## src/dmem_pkg.sv

```systemverilog
package dmem_pkg;

	// Byte address covers 1 KiB.
	localparam int ADDR_BITS = 10;
	localparam int WORD_ADDR_BITS = ADDR_BITS - 2;

	localparam int WORD_BITS = 32;
	localparam int LANE_BITS = 8;
	localparam int LANES = WORD_BITS / LANE_BITS;

	// Access size codes.
	// Code 3 is reserved and always refused.
	localparam logic [1:0] SIZE_BYTE = 2'd0;
	localparam logic [1:0] SIZE_HALF = 2'd1;
	localparam logic [1:0] SIZE_WORD = 2'd2;

	typedef logic [WORD_BITS-1:0] word_t;
	typedef logic [LANES-1:0][LANE_BITS-1:0] lanes_t;

	// One memory word.
	// Seen either whole or as byte lanes, lane 0 being the low byte.
	typedef union packed {
		word_t  word;
		lanes_t lanes;
	} word_view_t;

endpackage

```

## src/store_align.sv

```systemverilog
`timescale 1ns/10ps

module store_align (
	input  logic [1:0]                     size,
	input  logic [1:0]                     offset,
	input  logic [dmem_pkg::WORD_BITS-1:0] wdata,
	output logic [dmem_pkg::LANES-1:0]     strobe,
	output dmem_pkg::word_view_t           lanes
);

	// Lane mask from size and offset.
	always_comb begin
		strobe = '0;
		case (size)
			dmem_pkg::SIZE_BYTE: begin
				strobe[offset] = 1'b1;
			end
			dmem_pkg::SIZE_HALF: begin
				strobe[offset] = 1'b1;
				strobe[offset | 2'd1] = 1'b1;
			end
			dmem_pkg::SIZE_WORD: begin
				strobe = '1;
			end
			default: begin
				strobe = '0;
			end
		endcase
	end

	// Replicate the low byte or halfword so every candidate lane holds it.
	always_comb begin
		for (int i = 0; i < dmem_pkg::LANES; i++) begin
			case (size)
				dmem_pkg::SIZE_BYTE:
					lanes.lanes[i] = wdata[dmem_pkg::LANE_BITS-1:0];
				dmem_pkg::SIZE_HALF:
					lanes.lanes[i] = wdata[(i % 2) * dmem_pkg::LANE_BITS +: dmem_pkg::LANE_BITS];
				default:
					lanes.lanes[i] = wdata[i * dmem_pkg::LANE_BITS +: dmem_pkg::LANE_BITS];
			endcase
		end
	end

endmodule
```

## config.mk

```make
export PLATFORM = sky130hd
export DESIGN_NAME = store_align
export DESIGN_NICKNAME = d
export VERILOG_FILES = /design/src/dmem_pkg.sv /design/src/store_align.sv
export SDC_FILE = /design/constraint.sdc
export NUM_CORES = 1
export LEC_CHECK = 0
export ABC_CLOCK_PERIOD_IN_PS = 2450
export BUFFER_PORTS_ARGS = -buffer_cell sky130_fd_sc_hd__buf_2
export CAP_MARGIN = 20
export CELL_PAD_IN_SITES_DETAIL_PLACEMENT = 0
export CELL_PAD_IN_SITES_GLOBAL_PLACEMENT = 1
export CORE_MARGIN = 2
export CORE_UTILIZATION = 20
export DETAILED_ROUTE_END_ITERATION = 8
export PLACE_DENSITY_LB_ADDON = 0.1
export SYNTH_ARGS = -nofsm -noshare
export SYNTH_HDL_FRONTEND = slang
export SYNTH_SLANG_ARGS = --single-unit
```

## constraint.sdc

```tcl
create_clock -name vclk -period 2.45
set_clock_uncertainty 0.2 [all_clocks]
set_input_delay 0.49 -clock vclk [all_inputs]
set_output_delay 0.49 -clock vclk [all_outputs]
set_load 0.005 [all_outputs]
```

==> flow_summary.toml <==
[setup_path]
path_class = "in -> out"
critPathMostFrequentCell = "buf_2"
crit_path_max_incr_delay_ps = 370
path_cells = "buf_2 -> nor2_4 -> mux2_2 -> buf_2"
start_kind = "input port"
critical-path-slowest-cell = "mux2_2"
worst-path-max-fanout = 8
crit_required_ps = 1760
critPathArrivalTime_ps = 1360
crit_path_end_kind = "output port"

[synthesis]
yosys_warnings = 0
synth_top_area_share_pct = 35.8
synth.distinct_cells = 15
syn_inst = 63
avgSynthCellArea_sq_um = 7.98
synth_fp_nets = 99
synth_top_area_cell = "mux2_2"
netlist_area_sq_um = 503
synth.area.top_cells = "mux2_2, mux2i_1, buf_4"
synth-seq-area-share_pct = 0
yosysMostFrequentCell = "mux2_2"
yosys-top-cells-count = "mux2_2, mux2i_1, buf_4"

[floorplan]
coreArea_sq_um = 2430
io_pins = 72
die_y_microns = 54.2
die-area_sq_um = 2930
die_w_microns = 54.2
rows = 18
initial_core_util_pct = 20.7

[sta]
finalSetupViolCount = 0
setup_tns_ps = 0
min_period_over_period_pct = 83.7
fmax_ghz = 0.488
hold_viol = 0
setup_ws_ps = 400
worst_pin_slew_ps = 267
slew_viol_final = 0
rsz0062_at_grt = "false"
period_needed_ps = 2050
max_slew_margin_pct = 82.1

[pwr]
p_seq_share_pct = 0
p_per_area_nw_per_um2 = 178
leakage_uw = 0.000476
power.switching_uw = 61.9
p_sw_share_pct = 42.2
p_int_uw = 84.6
comb_power_share_pct = 100.0
p_clk_share_pct = 0
irDropWorstVdd_v = 0.0000628
p_total_uw = 147

[routing]
wl_per_cell_microns = 9.94
drc = 0
viasPerCell = 4.15
routed_wl_microns = 1540
first_iter_violations = 5
postRouteAntennaNets = 0
vias = 644
drt_first_pass_iters = 4

[cells_and_area]
syn_to_final_growth_pct = 63.7
drive_gt1_share_pct = 73.6
regArea_sq_um = 0
clkbuf_count = 0
insertedDiodeCount = 0
multi_input_area_sq_um = 399
n_sequential_cell = 0
nets = 163
fillCellCount = 266

[job]
drv_cap = 0

[clock_network]
post_cts_resize_count = 0
post_cts_buffers = 0
cts.hold.buffers_added = 0

[run_status]
status = "completed"

[global_routing]
grt_pass1_vias = 508
grt_pass1_wl_microns = 2150
grt_max_degree = 18
grt.total_usage_pct = 9.33
antenna_found_initial = 0
overflow = 0

[placed_design]
place_hpwl_microns = 1300
dp_slack_ps = 379
port_buffers = 72
place.gp.congestion = 0.588

[min_path]
min_path_type = "in -> out"
[power groups by stage]
| stage | clock network [uW] | registers (uW) | logic, uW |
|---|---|---|---|
| floorplan | 0 | 0 | 79.5 |
| global placement | 0 | 0 | 148 |
| detailed placement | 0 | 0 | 149 |
| CTS | 0 | 0 | 150 |
| global route | 0 | 0 | 165 |
| finish | 0 | 0 | 147 |
[stage by stage]
stage          utilization (%)  instance area, sq um  hold slack (ps)  std cells
2_1_floorplan                -                   503              861         63
3_3_place_gp              33.8                   823              989        155
3_5_place_dp              33.8                   823              987        155
4_1_cts                   33.8                   823              989        155
5_1_grt                   33.8                   823              993        155
6_report                  33.8                   823              989        155
[path summary, 6_finish.rpt]
kind	to	start	cells after the start	slack, ps
worst max-delay path	lanes[13]	size[1]	4	400
worst min-delay path	lanes[1]	wdata[1]	2	990
[worst max-delay path: cells and delay by family]
family	cells	cell delay (ps)
AND/OR/NAND/NOR	1	250
buffers and inverters	2	250
multiplexers	1	370
[cell families after synthesis]
kind of cell	synth area share [%]
multiplexers	55.7
AO/OA/AOI/OAI	13.7
AND/OR/NAND/NOR	9.95
buffers and inverters	20.6
[layout make-up]
| type | instances | share of cell area (%) |
|---|---|---|
| tap | 30 | 4.56 |
| timing repair buffer | 75 | 46.5 |
| multi-input combinational | 49 | 48.5 |
| inverter | 1 | 0.456 |
[cell usage in the layout, fill, tap and decap left out]
cell / count
o21ai_1: 1
nor2_4: 1
mux2_2: 16
buf_2: 72
nand2_1: 8
buf_4: 3
inv_1: 1
o21ai_0: 8
o21bai_1: 1
mux2i_1: 10
a21o_1: 1
nor3_1: 1
nor2_1: 1
a22o_1: 1
[routing by layer]
layer,track usage [%],wire [microns]
met1,11.4,659
met2,18.3,705
met3,0.833,176
met4,0,0
met5,0,0
No activity file was read; power rests on OpenSTA's default activity.
