**config.mk**
```make
export PLATFORM = sky130hd
export DESIGN_NAME = load_extract
export DESIGN_NICKNAME = d
export VERILOG_FILES = /design/src/dmem_pkg.sv /design/src/load_extract.sv
export SDC_FILE = /design/constraint.sdc
export NUM_CORES = 1
export LEC_CHECK = 0
export ABC_AREA = 1
export ABC_CLOCK_PERIOD_IN_PS = 1140
export CAP_MARGIN = 15
export CORE_AREA = 2 2 63 65
export DETAILED_ROUTE_END_ITERATION = 8
export DIE_AREA = 0 0 65 67
export DONT_BUFFER_PORTS = 1
export PLACE_DENSITY_LB_ADDON = 0.2
export SYNTH_ARGS = -nofsm -noshare
export SYNTH_HDL_FRONTEND = slang
export SYNTH_SLANG_ARGS = --single-unit
```
**constraint.sdc**
```tcl
create_clock -name vclk -period 1.14
set_input_delay 0.057 -clock vclk [all_inputs]
set_output_delay 0.057 -clock vclk [all_outputs]
set_load 0.02 [all_outputs]
```
**src/dmem_pkg.sv**
```systemverilog
package dmem_pkg;

	// Byte address covers 1 KiB.
	localparam int ADDR_BITS = 10;
	localparam int WORD_ADDR_BITS = ADDR_BITS - 2;

	localparam int WORD_BITS = 32;
	localparam int LANE_BITS = 8;
	localparam int LANES = WORD_BITS / LANE_BITS;

	// Access size codes.
	// Code 3 is reserved and always refused.
	localparam logic [1:0] SIZE_BYTE = 2'd0;
	localparam logic [1:0] SIZE_HALF = 2'd1;
	localparam logic [1:0] SIZE_WORD = 2'd2;

	typedef logic [WORD_BITS-1:0] word_t;
	typedef logic [LANES-1:0][LANE_BITS-1:0] lanes_t;

	// One memory word.
	// Seen either whole or as byte lanes, lane 0 being the low byte.
	typedef union packed {
		word_t  word;
		lanes_t lanes;
	} word_view_t;

endpackage

```
**src/load_extract.sv**
```systemverilog
`timescale 1ns/10ps

module load_extract (
	input  dmem_pkg::word_view_t           rdata,
	input  logic [1:0]                     offset,
	input  logic [1:0]                     size,
	input  logic                           sign_ext,
	output logic [dmem_pkg::WORD_BITS-1:0] value
);

	logic [dmem_pkg::LANE_BITS-1:0]   byte_sel;
	logic [2*dmem_pkg::LANE_BITS-1:0] half_sel;
	logic                             byte_fill;
	logic                             half_fill;

	// Addressed byte.
	assign byte_sel = rdata.lanes[offset];

	// Halfword lanes come from the pair picked by offset bit 1.
	assign half_sel = {rdata.lanes[{offset[1], 1'b1}], rdata.lanes[{offset[1], 1'b0}]};

	// Fill bits, zero unless sign extension is asked for.
	assign byte_fill = sign_ext & byte_sel[dmem_pkg::LANE_BITS-1];
	assign half_fill = sign_ext & half_sel[2*dmem_pkg::LANE_BITS-1];

	always_comb begin
		case (size)
			dmem_pkg::SIZE_BYTE: begin
				value = {{(dmem_pkg::WORD_BITS - dmem_pkg::LANE_BITS){byte_fill}}, byte_sel};
			end
			dmem_pkg::SIZE_HALF: begin
				value = {{(dmem_pkg::WORD_BITS - 2*dmem_pkg::LANE_BITS){half_fill}}, half_sel};
			end
			default: begin
				value = rdata.word;
			end
		endcase
	end

endmodule

```
==> results by group <==
Status
  – Status: finished, final reports clean

Floorplanning
  – IO Count: 69
  – Die width: between 60 and 70 um
  – Core Rows: 22
  – Die ar.: about 4400 um^2
  – Initial Util: between 20% and 30%
  – Core area: approximately 3600 um^2
  – Die extent in y: around 67 um

Synthesis
  – Area leader, netlist: nand2_1
  – Mux cell area share after synthesis: 0%
  – Simple-gate share of the synthesized area: 77.41%
  – Largest family of logic cells by synthesized area: simple AND/OR/NAND/NOR gates
  – Sequential-to-total area share from yosys stat: 0%
  – Netlist cell types: 22
  – Compound-Gate Fraction of Synth Area: 7.163%
  – Avg Synthesized Cell Area: around 5.9 um^2
  – Synthesized Nets: 190
  – Yosys top cell area share: a little under a third
  – Top post-synthesis cells by count: nand2_1, nand3_2, nand2_2
  – Most frequent cell after synthesis: nand2_1
  – Synth Instances: 153
  – Synthesis warning total: 0
  – Post-synthesis xor/xnor area fraction: 0%
  – Adder-Cell Fraction of Synth Area: 0%
  – Top post-synthesis cells by area: nand2_1, nand3_2, nand2_2
  – Post-Syn Area: 908.4 um^2

Power
  – Leak Pwr: ~0.56 nW
  – Power Density: 481.0 nW/um^2
  – Maximum vdd drop: 77.98 uV

Timing
  – Period Utilization, post-route: between 80% and 90%
  – Max-slew headroom at the worst pin: 78.83%
  – Endpoints failing hold: 0
  – Setup violators final: 0
  – Final Max Tran Viols: 0
  – Hold slack: 0.2785 ns
  – Setup TNS: 0 ns
  – F_max: 994.3 MHz
  – Period minus WS final: between 1 and 1.5 ns
  – Worst-Margin Slew: ~0.32 ns
  – RSZ-0062 raised after global routing: false

Route
  – Final wirelength: 2.902 mm
  – DRT iter0 DRCs: 55
  – Routed Antenna Nets: 0
  – Avg Vias per Cell: 4.686
  – WL/cell: 14.23 um
  – Total number of vias: 956
  – Drt drc: 0
  – First drt pass iteration count: 4

Layout
  – Area of the multi-input gates: 777.0 um^2
  – Nets: 195
  – Post-layout util: 26.72%
  – Ant diodes: 0
  – Share of cells above drive strength 1: 35.26%
  – Sequential cell area: 0 um^2
  – # fillers: approximately 400
  – Area delta synth->final: 6.061%
  – # clk buffers: 0
  – Seq cells: 0

Placed design
  – Final Wtd Congestion: 0.7462
  – Post-DP HPWL: 2.352 mm
  – Input/output buffers: 0

Critical path
  – CP max FO: 24
  – WP data required: between 1 and 1.5 ns
  – Crit path DAT: 0.95 ns
  – Crit. Startpoint: size[0]
  – CP endpoint kind: primary output
  – Worst Setup Start Kind: input pin
  – Crit path kind: input pin to primary output

Worst hold path
  – Hold Path Class: input pin to primary output
  – HP Start: size[1]

Global route
  – Largest net degree at the start of global routing: 36
  – First-pass GRT wire length: 4.657 mm
  – GRT overflow: 0
  – Vias in the first global route: 952
  – Antenna violations before repair: 0
  – Total track usage: roughly an eighth

Clocking
  – Post-CTS Setup Inserts: 0

Flow run
  – Max-cap violation count: 0
## metrics by stage
| step | std cells | cell area [um^2] | total power [mW] | worst slack [ns] |
|---|---|---|---|---|
| CTS | 204 | 954.7 | 0.4674 | 0.05890 |
| global placement | 204 | 954.7 | 0.4620 | 0.1126 |
| global route | 204 | 963.4 | 0.5103 | 0.05341 |
| finish | 204 | 963.4 | 0.4634 | 0.1343 |
| floorplan | 153 | 908.4 | 0.4149 | 0.1883 |
| detailed placement | 204 | 954.7 | 0.4670 | 0.05715 |
## path summary, 6_finish.rpt
path / endpoint / slack [ns] / depth (start not counted)
min: value[8] / 0.28 / 2
max: value[16] / 0.13 / 8
## what timing repair did
action	in CTS	in global routing
hold buffers	0	0
gates resized for setup	0	1
endpoints found under the setup margin	0	2
## critical path, stage by stage
cell     delay, ns
inv_2         0.08
nand2_2       0.07
nor2_1        0.11
nand2_2       0.07
nand2_2       0.12
nand2_8       0.17
nand3_1       0.12
buf_4         0.15
## routing by layer
metal	global-route usage (%)	up-vias	wire [um]
li1	-	497	-
met1	15.70	416	1135
met2	23.20	43	1354
met3	5.743	0	411
met4	0	0	0
met5	0	-	0
## power breakdown
group / internal, mW / total, mW / switching (mW) / leakage (nW)
logic: 0.166 / 0.463 / 0.297 / 0.558
registers: 0 / 0 / 0 / 0
clock network: 0 / 0 / 0 / 0
## logic make-up after synthesis
family          Yosys count
simple gates            129
buf+inv                  15
compound gates            9
## placed cells by master, fill, tap and decap left out, drive strengths merged
cell    synthesis  final
nor2            3      3
a21oi           1      1
and2            7      7
buf             7     13
or2             7      7
inv             5      5
a22oi           1      1
nand2          85     85
o211ai          7      7
nand3          27     27
## layout make-up
| cell class | count | share of cell area (%) |
|---|---|---|
| multi-input cells | 138 | 80.65 |
| repair buffers | 13 | 10.13 |
| well taps | 48 | 6.234 |
| inverters | 5 | 2.987 |
No activity file was read; power rests on OpenSTA's default activity.
