<file path="src/dmem_pkg.sv">
package dmem_pkg;

	// Byte address covers 1 KiB.
	localparam int ADDR_BITS = 10;
	localparam int WORD_ADDR_BITS = ADDR_BITS - 2;

	localparam int WORD_BITS = 32;
	localparam int LANE_BITS = 8;
	localparam int LANES = WORD_BITS / LANE_BITS;

	// Access size codes.
	// Code 3 is reserved and always refused.
	localparam logic [1:0] SIZE_BYTE = 2'd0;
	localparam logic [1:0] SIZE_HALF = 2'd1;
	localparam logic [1:0] SIZE_WORD = 2'd2;

	typedef logic [WORD_BITS-1:0] word_t;
	typedef logic [LANES-1:0][LANE_BITS-1:0] lanes_t;

	// One memory word.
	// Seen either whole or as byte lanes, lane 0 being the low byte.
	typedef union packed {
		word_t  word;
		lanes_t lanes;
	} word_view_t;

endpackage

</file>
<file path="src/dmem_ctrl.sv">
`timescale 1ns/10ps

module dmem_ctrl (
	input  logic                           clk,
	input  logic                           rst_n,
	input  logic                           req,
	input  logic                           we,
	input  logic [1:0]                     size,
	input  logic                           sign_ext,
	input  logic [1:0]                     offset,
	input  logic [dmem_pkg::WORD_BITS-1:0] extracted,
	output logic                           en,
	output logic [1:0]                     tag_offset,
	output logic [1:0]                     tag_size,
	output logic                           tag_sign,
	output logic                           load_valid,
	output logic [dmem_pkg::WORD_BITS-1:0] load_data,
	output logic                           err
);

	logic misaligned;
	logic load_req;
	logic tag_valid;

	// Alignment check against the access size.
	always_comb begin
		case (size)
			dmem_pkg::SIZE_BYTE: misaligned = 1'b0;
			dmem_pkg::SIZE_HALF: misaligned = offset[0];
			dmem_pkg::SIZE_WORD: misaligned = |offset;
			default:             misaligned = 1'b1;
		endcase
	end

	assign en = req & we & ~misaligned;
	assign load_req = req & ~we & ~misaligned;

	// Pipeline control.
	// Tag stage lines up with the RAM read, output stage one cycle later.
	always_ff @(posedge clk) begin
		if (!rst_n) begin
			tag_valid <= 1'b0;
			load_valid <= 1'b0;
			err <= 1'b0;
		end else begin
			tag_valid <= load_req;
			load_valid <= tag_valid;
			err <= req & misaligned;
		end
	end

	// Tag fields for the load now reading the RAM.
	always_ff @(posedge clk) begin
		if (load_req) begin
			tag_offset <= offset;
			tag_size <= size;
			tag_sign <= sign_ext;
		end
	end

	always_ff @(posedge clk) begin
		if (tag_valid) begin
			load_data <= extracted;
		end
	end

endmodule

</file>
<file path="config.mk">
export PLATFORM = sky130hd
export DESIGN_NAME = dmem_ctrl
export DESIGN_NICKNAME = d
export VERILOG_FILES = /design/src/dmem_pkg.sv /design/src/dmem_ctrl.sv
export SDC_FILE = /design/constraint.sdc
export NUM_CORES = 1
export LEC_CHECK = 0
export BUFFER_PORTS_ARGS = -buffer_cell sky130_fd_sc_hd__clkbuf_2
export CAP_MARGIN = 20
export CORE_MARGIN = 2
export CORE_UTILIZATION = 43
export DETAILED_ROUTE_END_ITERATION = 10
export PLACE_DENSITY = 0.88
export SLEW_MARGIN = 20
export SYNTH_ARGS = -nofsm -noshare
export SYNTH_HDL_FRONTEND = slang
export SYNTH_SLANG_ARGS = --single-unit
export TNS_END_PERCENT = 5
</file>
<file path="constraint.sdc">
create_clock -name clk -period 3.9 [get_ports clk]
set_input_delay 0.39 -clock clk [delete_from_list [all_inputs] [get_ports clk]]
set_output_delay 0.39 -clock clk [all_outputs]
set_load 0.01 [all_outputs]
</file>
==> results.toml <==
[timing]
fin_crit_sh = 0.405
finalSetupViolCount = 0
clock_skew_ns = 0.00580
tightest_pin_transition_ns = 0.737
final_period_minus_worst_setup_slack_ns = 1.58
timing.final.max_slew_violations = 0
max_transition_margin = 0.508
fmax_ghz = 0.633
fin_setup_tns_ns = 0
rsz_0062_raised_after_global_routing = "false"
hold_slack_ns = 0.217
hold_viol_final = 0

[logic_synthesis]
yosysWarningCount = 0
synthDistinctLibCells = 11
syn-cell-area_sq_um = 1240
synth.area.top_cells = "sky130_fd_sc_hd__edfxtp_1, sky130_fd_sc_hd__dfxtp_1, sky130_fd_sc_hd__a211oi_2"
ys_ff_latch = 40
yosysTopAreaCell = "sky130_fd_sc_hd__edfxtp_1"
yosysSeqAreaShare = 0.944
post_synth_inst_count = 50
avgSynthCellArea_sq_um = 24.8
share_of_the_synthesized_area_in_the_top_cell_type = 0.895
synth_fp_nets = 91

[cells_and_area]
multiInputGateArea_sq_um = 66.3
finish.net_count = 179
final_common_cell = "sky130_fd_sc_hd__clkbuf_2"
num_antenna_cells = 0
finish.instance_area_sq_um = 1770
layout_cells_sized_above_1 = 0.655
mostFrequentLayoutCells = "sky130_fd_sc_hd__clkbuf_2, sky130_fd_sc_hd__edfxtp_1, sky130_fd_sc_hd__clkbuf_4"
sequential_cell_area_sq_um = 1170
final_core_util = 0.641
area_growth_syn_to_layout_pct = 42.4
fillerInstances = 207

[drt]
vias = 775
met2_length_mm = 1.11
drc_violations_left = 0
wirelength_mm = 2.18
detail_route.wirelength.met1_microns = 670
drt-initial-drc-count = 20
ant_nets = 0
met3_wire_len_microns = 364
drtPass1Iterations = 4
top_signal_layer_used = "met4"
wire_per_inst_microns = 12.8
vias_per_cell = 4.56

[clock_network]
numCtsBuffers = 5
postCtsSetupRepairBufs = 0
cts-hold-fix-buffers = 0
max-clock-path-buffers = 2
cts_tree = "done"
cts_root_buf = "sky130_fd_sc_hd__clkbuf_4"
worstSkewPairLatency_ns = 0.34
postCtsResizedCells = 0
clock-sinks = 40
htree_num_levels = 2
worst_setup_hold_path_clk_slew_ns = 0.11

[worst_setup_path]
timing.critical_path.required_ns = 3.51
cp.arrival_ns = 1.19
critPathKind = "primary input to output pin"
worstPathMaxFanout = 4
element_type_at_the_critical_path_end = "output pin"
critPathLaunchType = "primary input"

[global_routing]
gr-usage-all-layers = 0.142
number_of_global_route_vias_before_repair = 759
grt_overflow_total = 0
antenna_violations_before_repair = 0
wire_length_of_the_first_global_routing_pass_mm = 3.26
grt_start_max_net_pins = 19

[die]
num_io_pins = 81
die_area_sq_um = 3330
die_y_microns = 57.7
core-area_sq_um = 2760
chipWidth_microns = 57.7
placementRows = 19
initial_utilization = 0.450

[placement]
quantity_of_i_o_buffers_inserted_on_ports = 80
routabilityCongestion = 0.652
postPlaceCellArea_sq_um = 1690

[outcome]
outcome = "complete, no violations"

[power_and_ir_drop]
vdd.ir_drop.worst_mv = 0.305
report.power.total_uw = 786
p_per_area_nw_per_um2 = 445
total_leakage_power_uw = 0.000770
power_switching_share = 0.192
power.share.clock = 0.332
comb_power_share = 0.053
internal-power_uw = 636
share_seq_of_total_power = 0.615
power_switching_uw = 151

[hold_path]
worstHoldPathType = "primary input to flip-flop"

[run]
max-cap-violations = 0
[power groups by stage]
stage                     combinational [uW]  clock, uW  sequential, uW
after floorplan                         4.90          0             499
after CTS                               42.0        268             484
final                                   41.3        261             484
after global placement                  40.0          0             493
after global routing                    45.4        283             485
after detailed placement                41.9          0             494
[synthesized netlist by cell type (all sizes together)]
library cell,n
a211oi,1
a21o,1
a21oi,2
and2,1
and4,1
dfxtp,3
edfxtp,37
inv,1
nand2,1
nand2b,1
or3,1
[worst paths after layout]
check | startpoint | endpoint | slack [ns] | cells after the start
worst max-delay path | offset[0] | en | 2.32 | 4
worst min-delay path | extracted[31] | load_data[31]$_DFFE_PP_ | 0.22 | 1
worst max register to register | tag_valid$_SDFF_PN0_ | load_data[21]$_DFFE_PP_ | 2.42 | 1
worst min register to register | tag_valid$_SDFF_PN0_ | load_data[7]$_DFFE_PP_ | 0.83 | 0
[layer usage]
metal | vias to the layer above | global-route usage
met2 | 51 | 0.216
met4 | 0 | 0.0797
met3 | 4 | 0.114
met5 | - | 0
li1 | 373 | -
met1 | 347 | 0.133
[cell families after synthesis]
kind of cell           after synthesis  synth area share
AOI/OAI and AO/OA                    4            0.0242
buffers and inverters                1           0.00302
DFF                                 40             0.944
and+or+nand+nor                      5            0.0292
[registers in the layout, indices dropped and copies added (netlist names)]
| signal | cells |
|---|---|
| load_valid | 1 |
| load_data | 32 |
| tag_offset | 2 |
| tag_sign | 1 |
| tag_size | 2 |
| err | 1 |
| tag_valid | 1 |
[area by class of cell]
class,instances,area share
Sequential cell,40,0.662
Timing Repair Buffer,81,0.231
Multi-Input combinational cell,9,0.0375
Clock inverter,3,0.0241
Tap cell,31,0.0219
Clock buffer,5,0.0212
Inverter,1,0.00212
[stage by stage]
stage,setup slack (ns),instances
2_1_floorplan,2.43,50
3_3_place_gp,2.32,162
3_5_place_dp,2.25,162
4_1_cts,2.32,170
5_1_grt,2.29,170
6_report,2.32,170
[critical path: stages]
cell and delay, ns:
sky130_fd_sc_hd__clkbuf_2 0.10, sky130_fd_sc_hd__or3_4 0.39, sky130_fd_sc_hd__a21oi_1 0.16, sky130_fd_sc_hd__clkbuf_2 0.15
No activity file was read; power rests on OpenSTA's default activity.
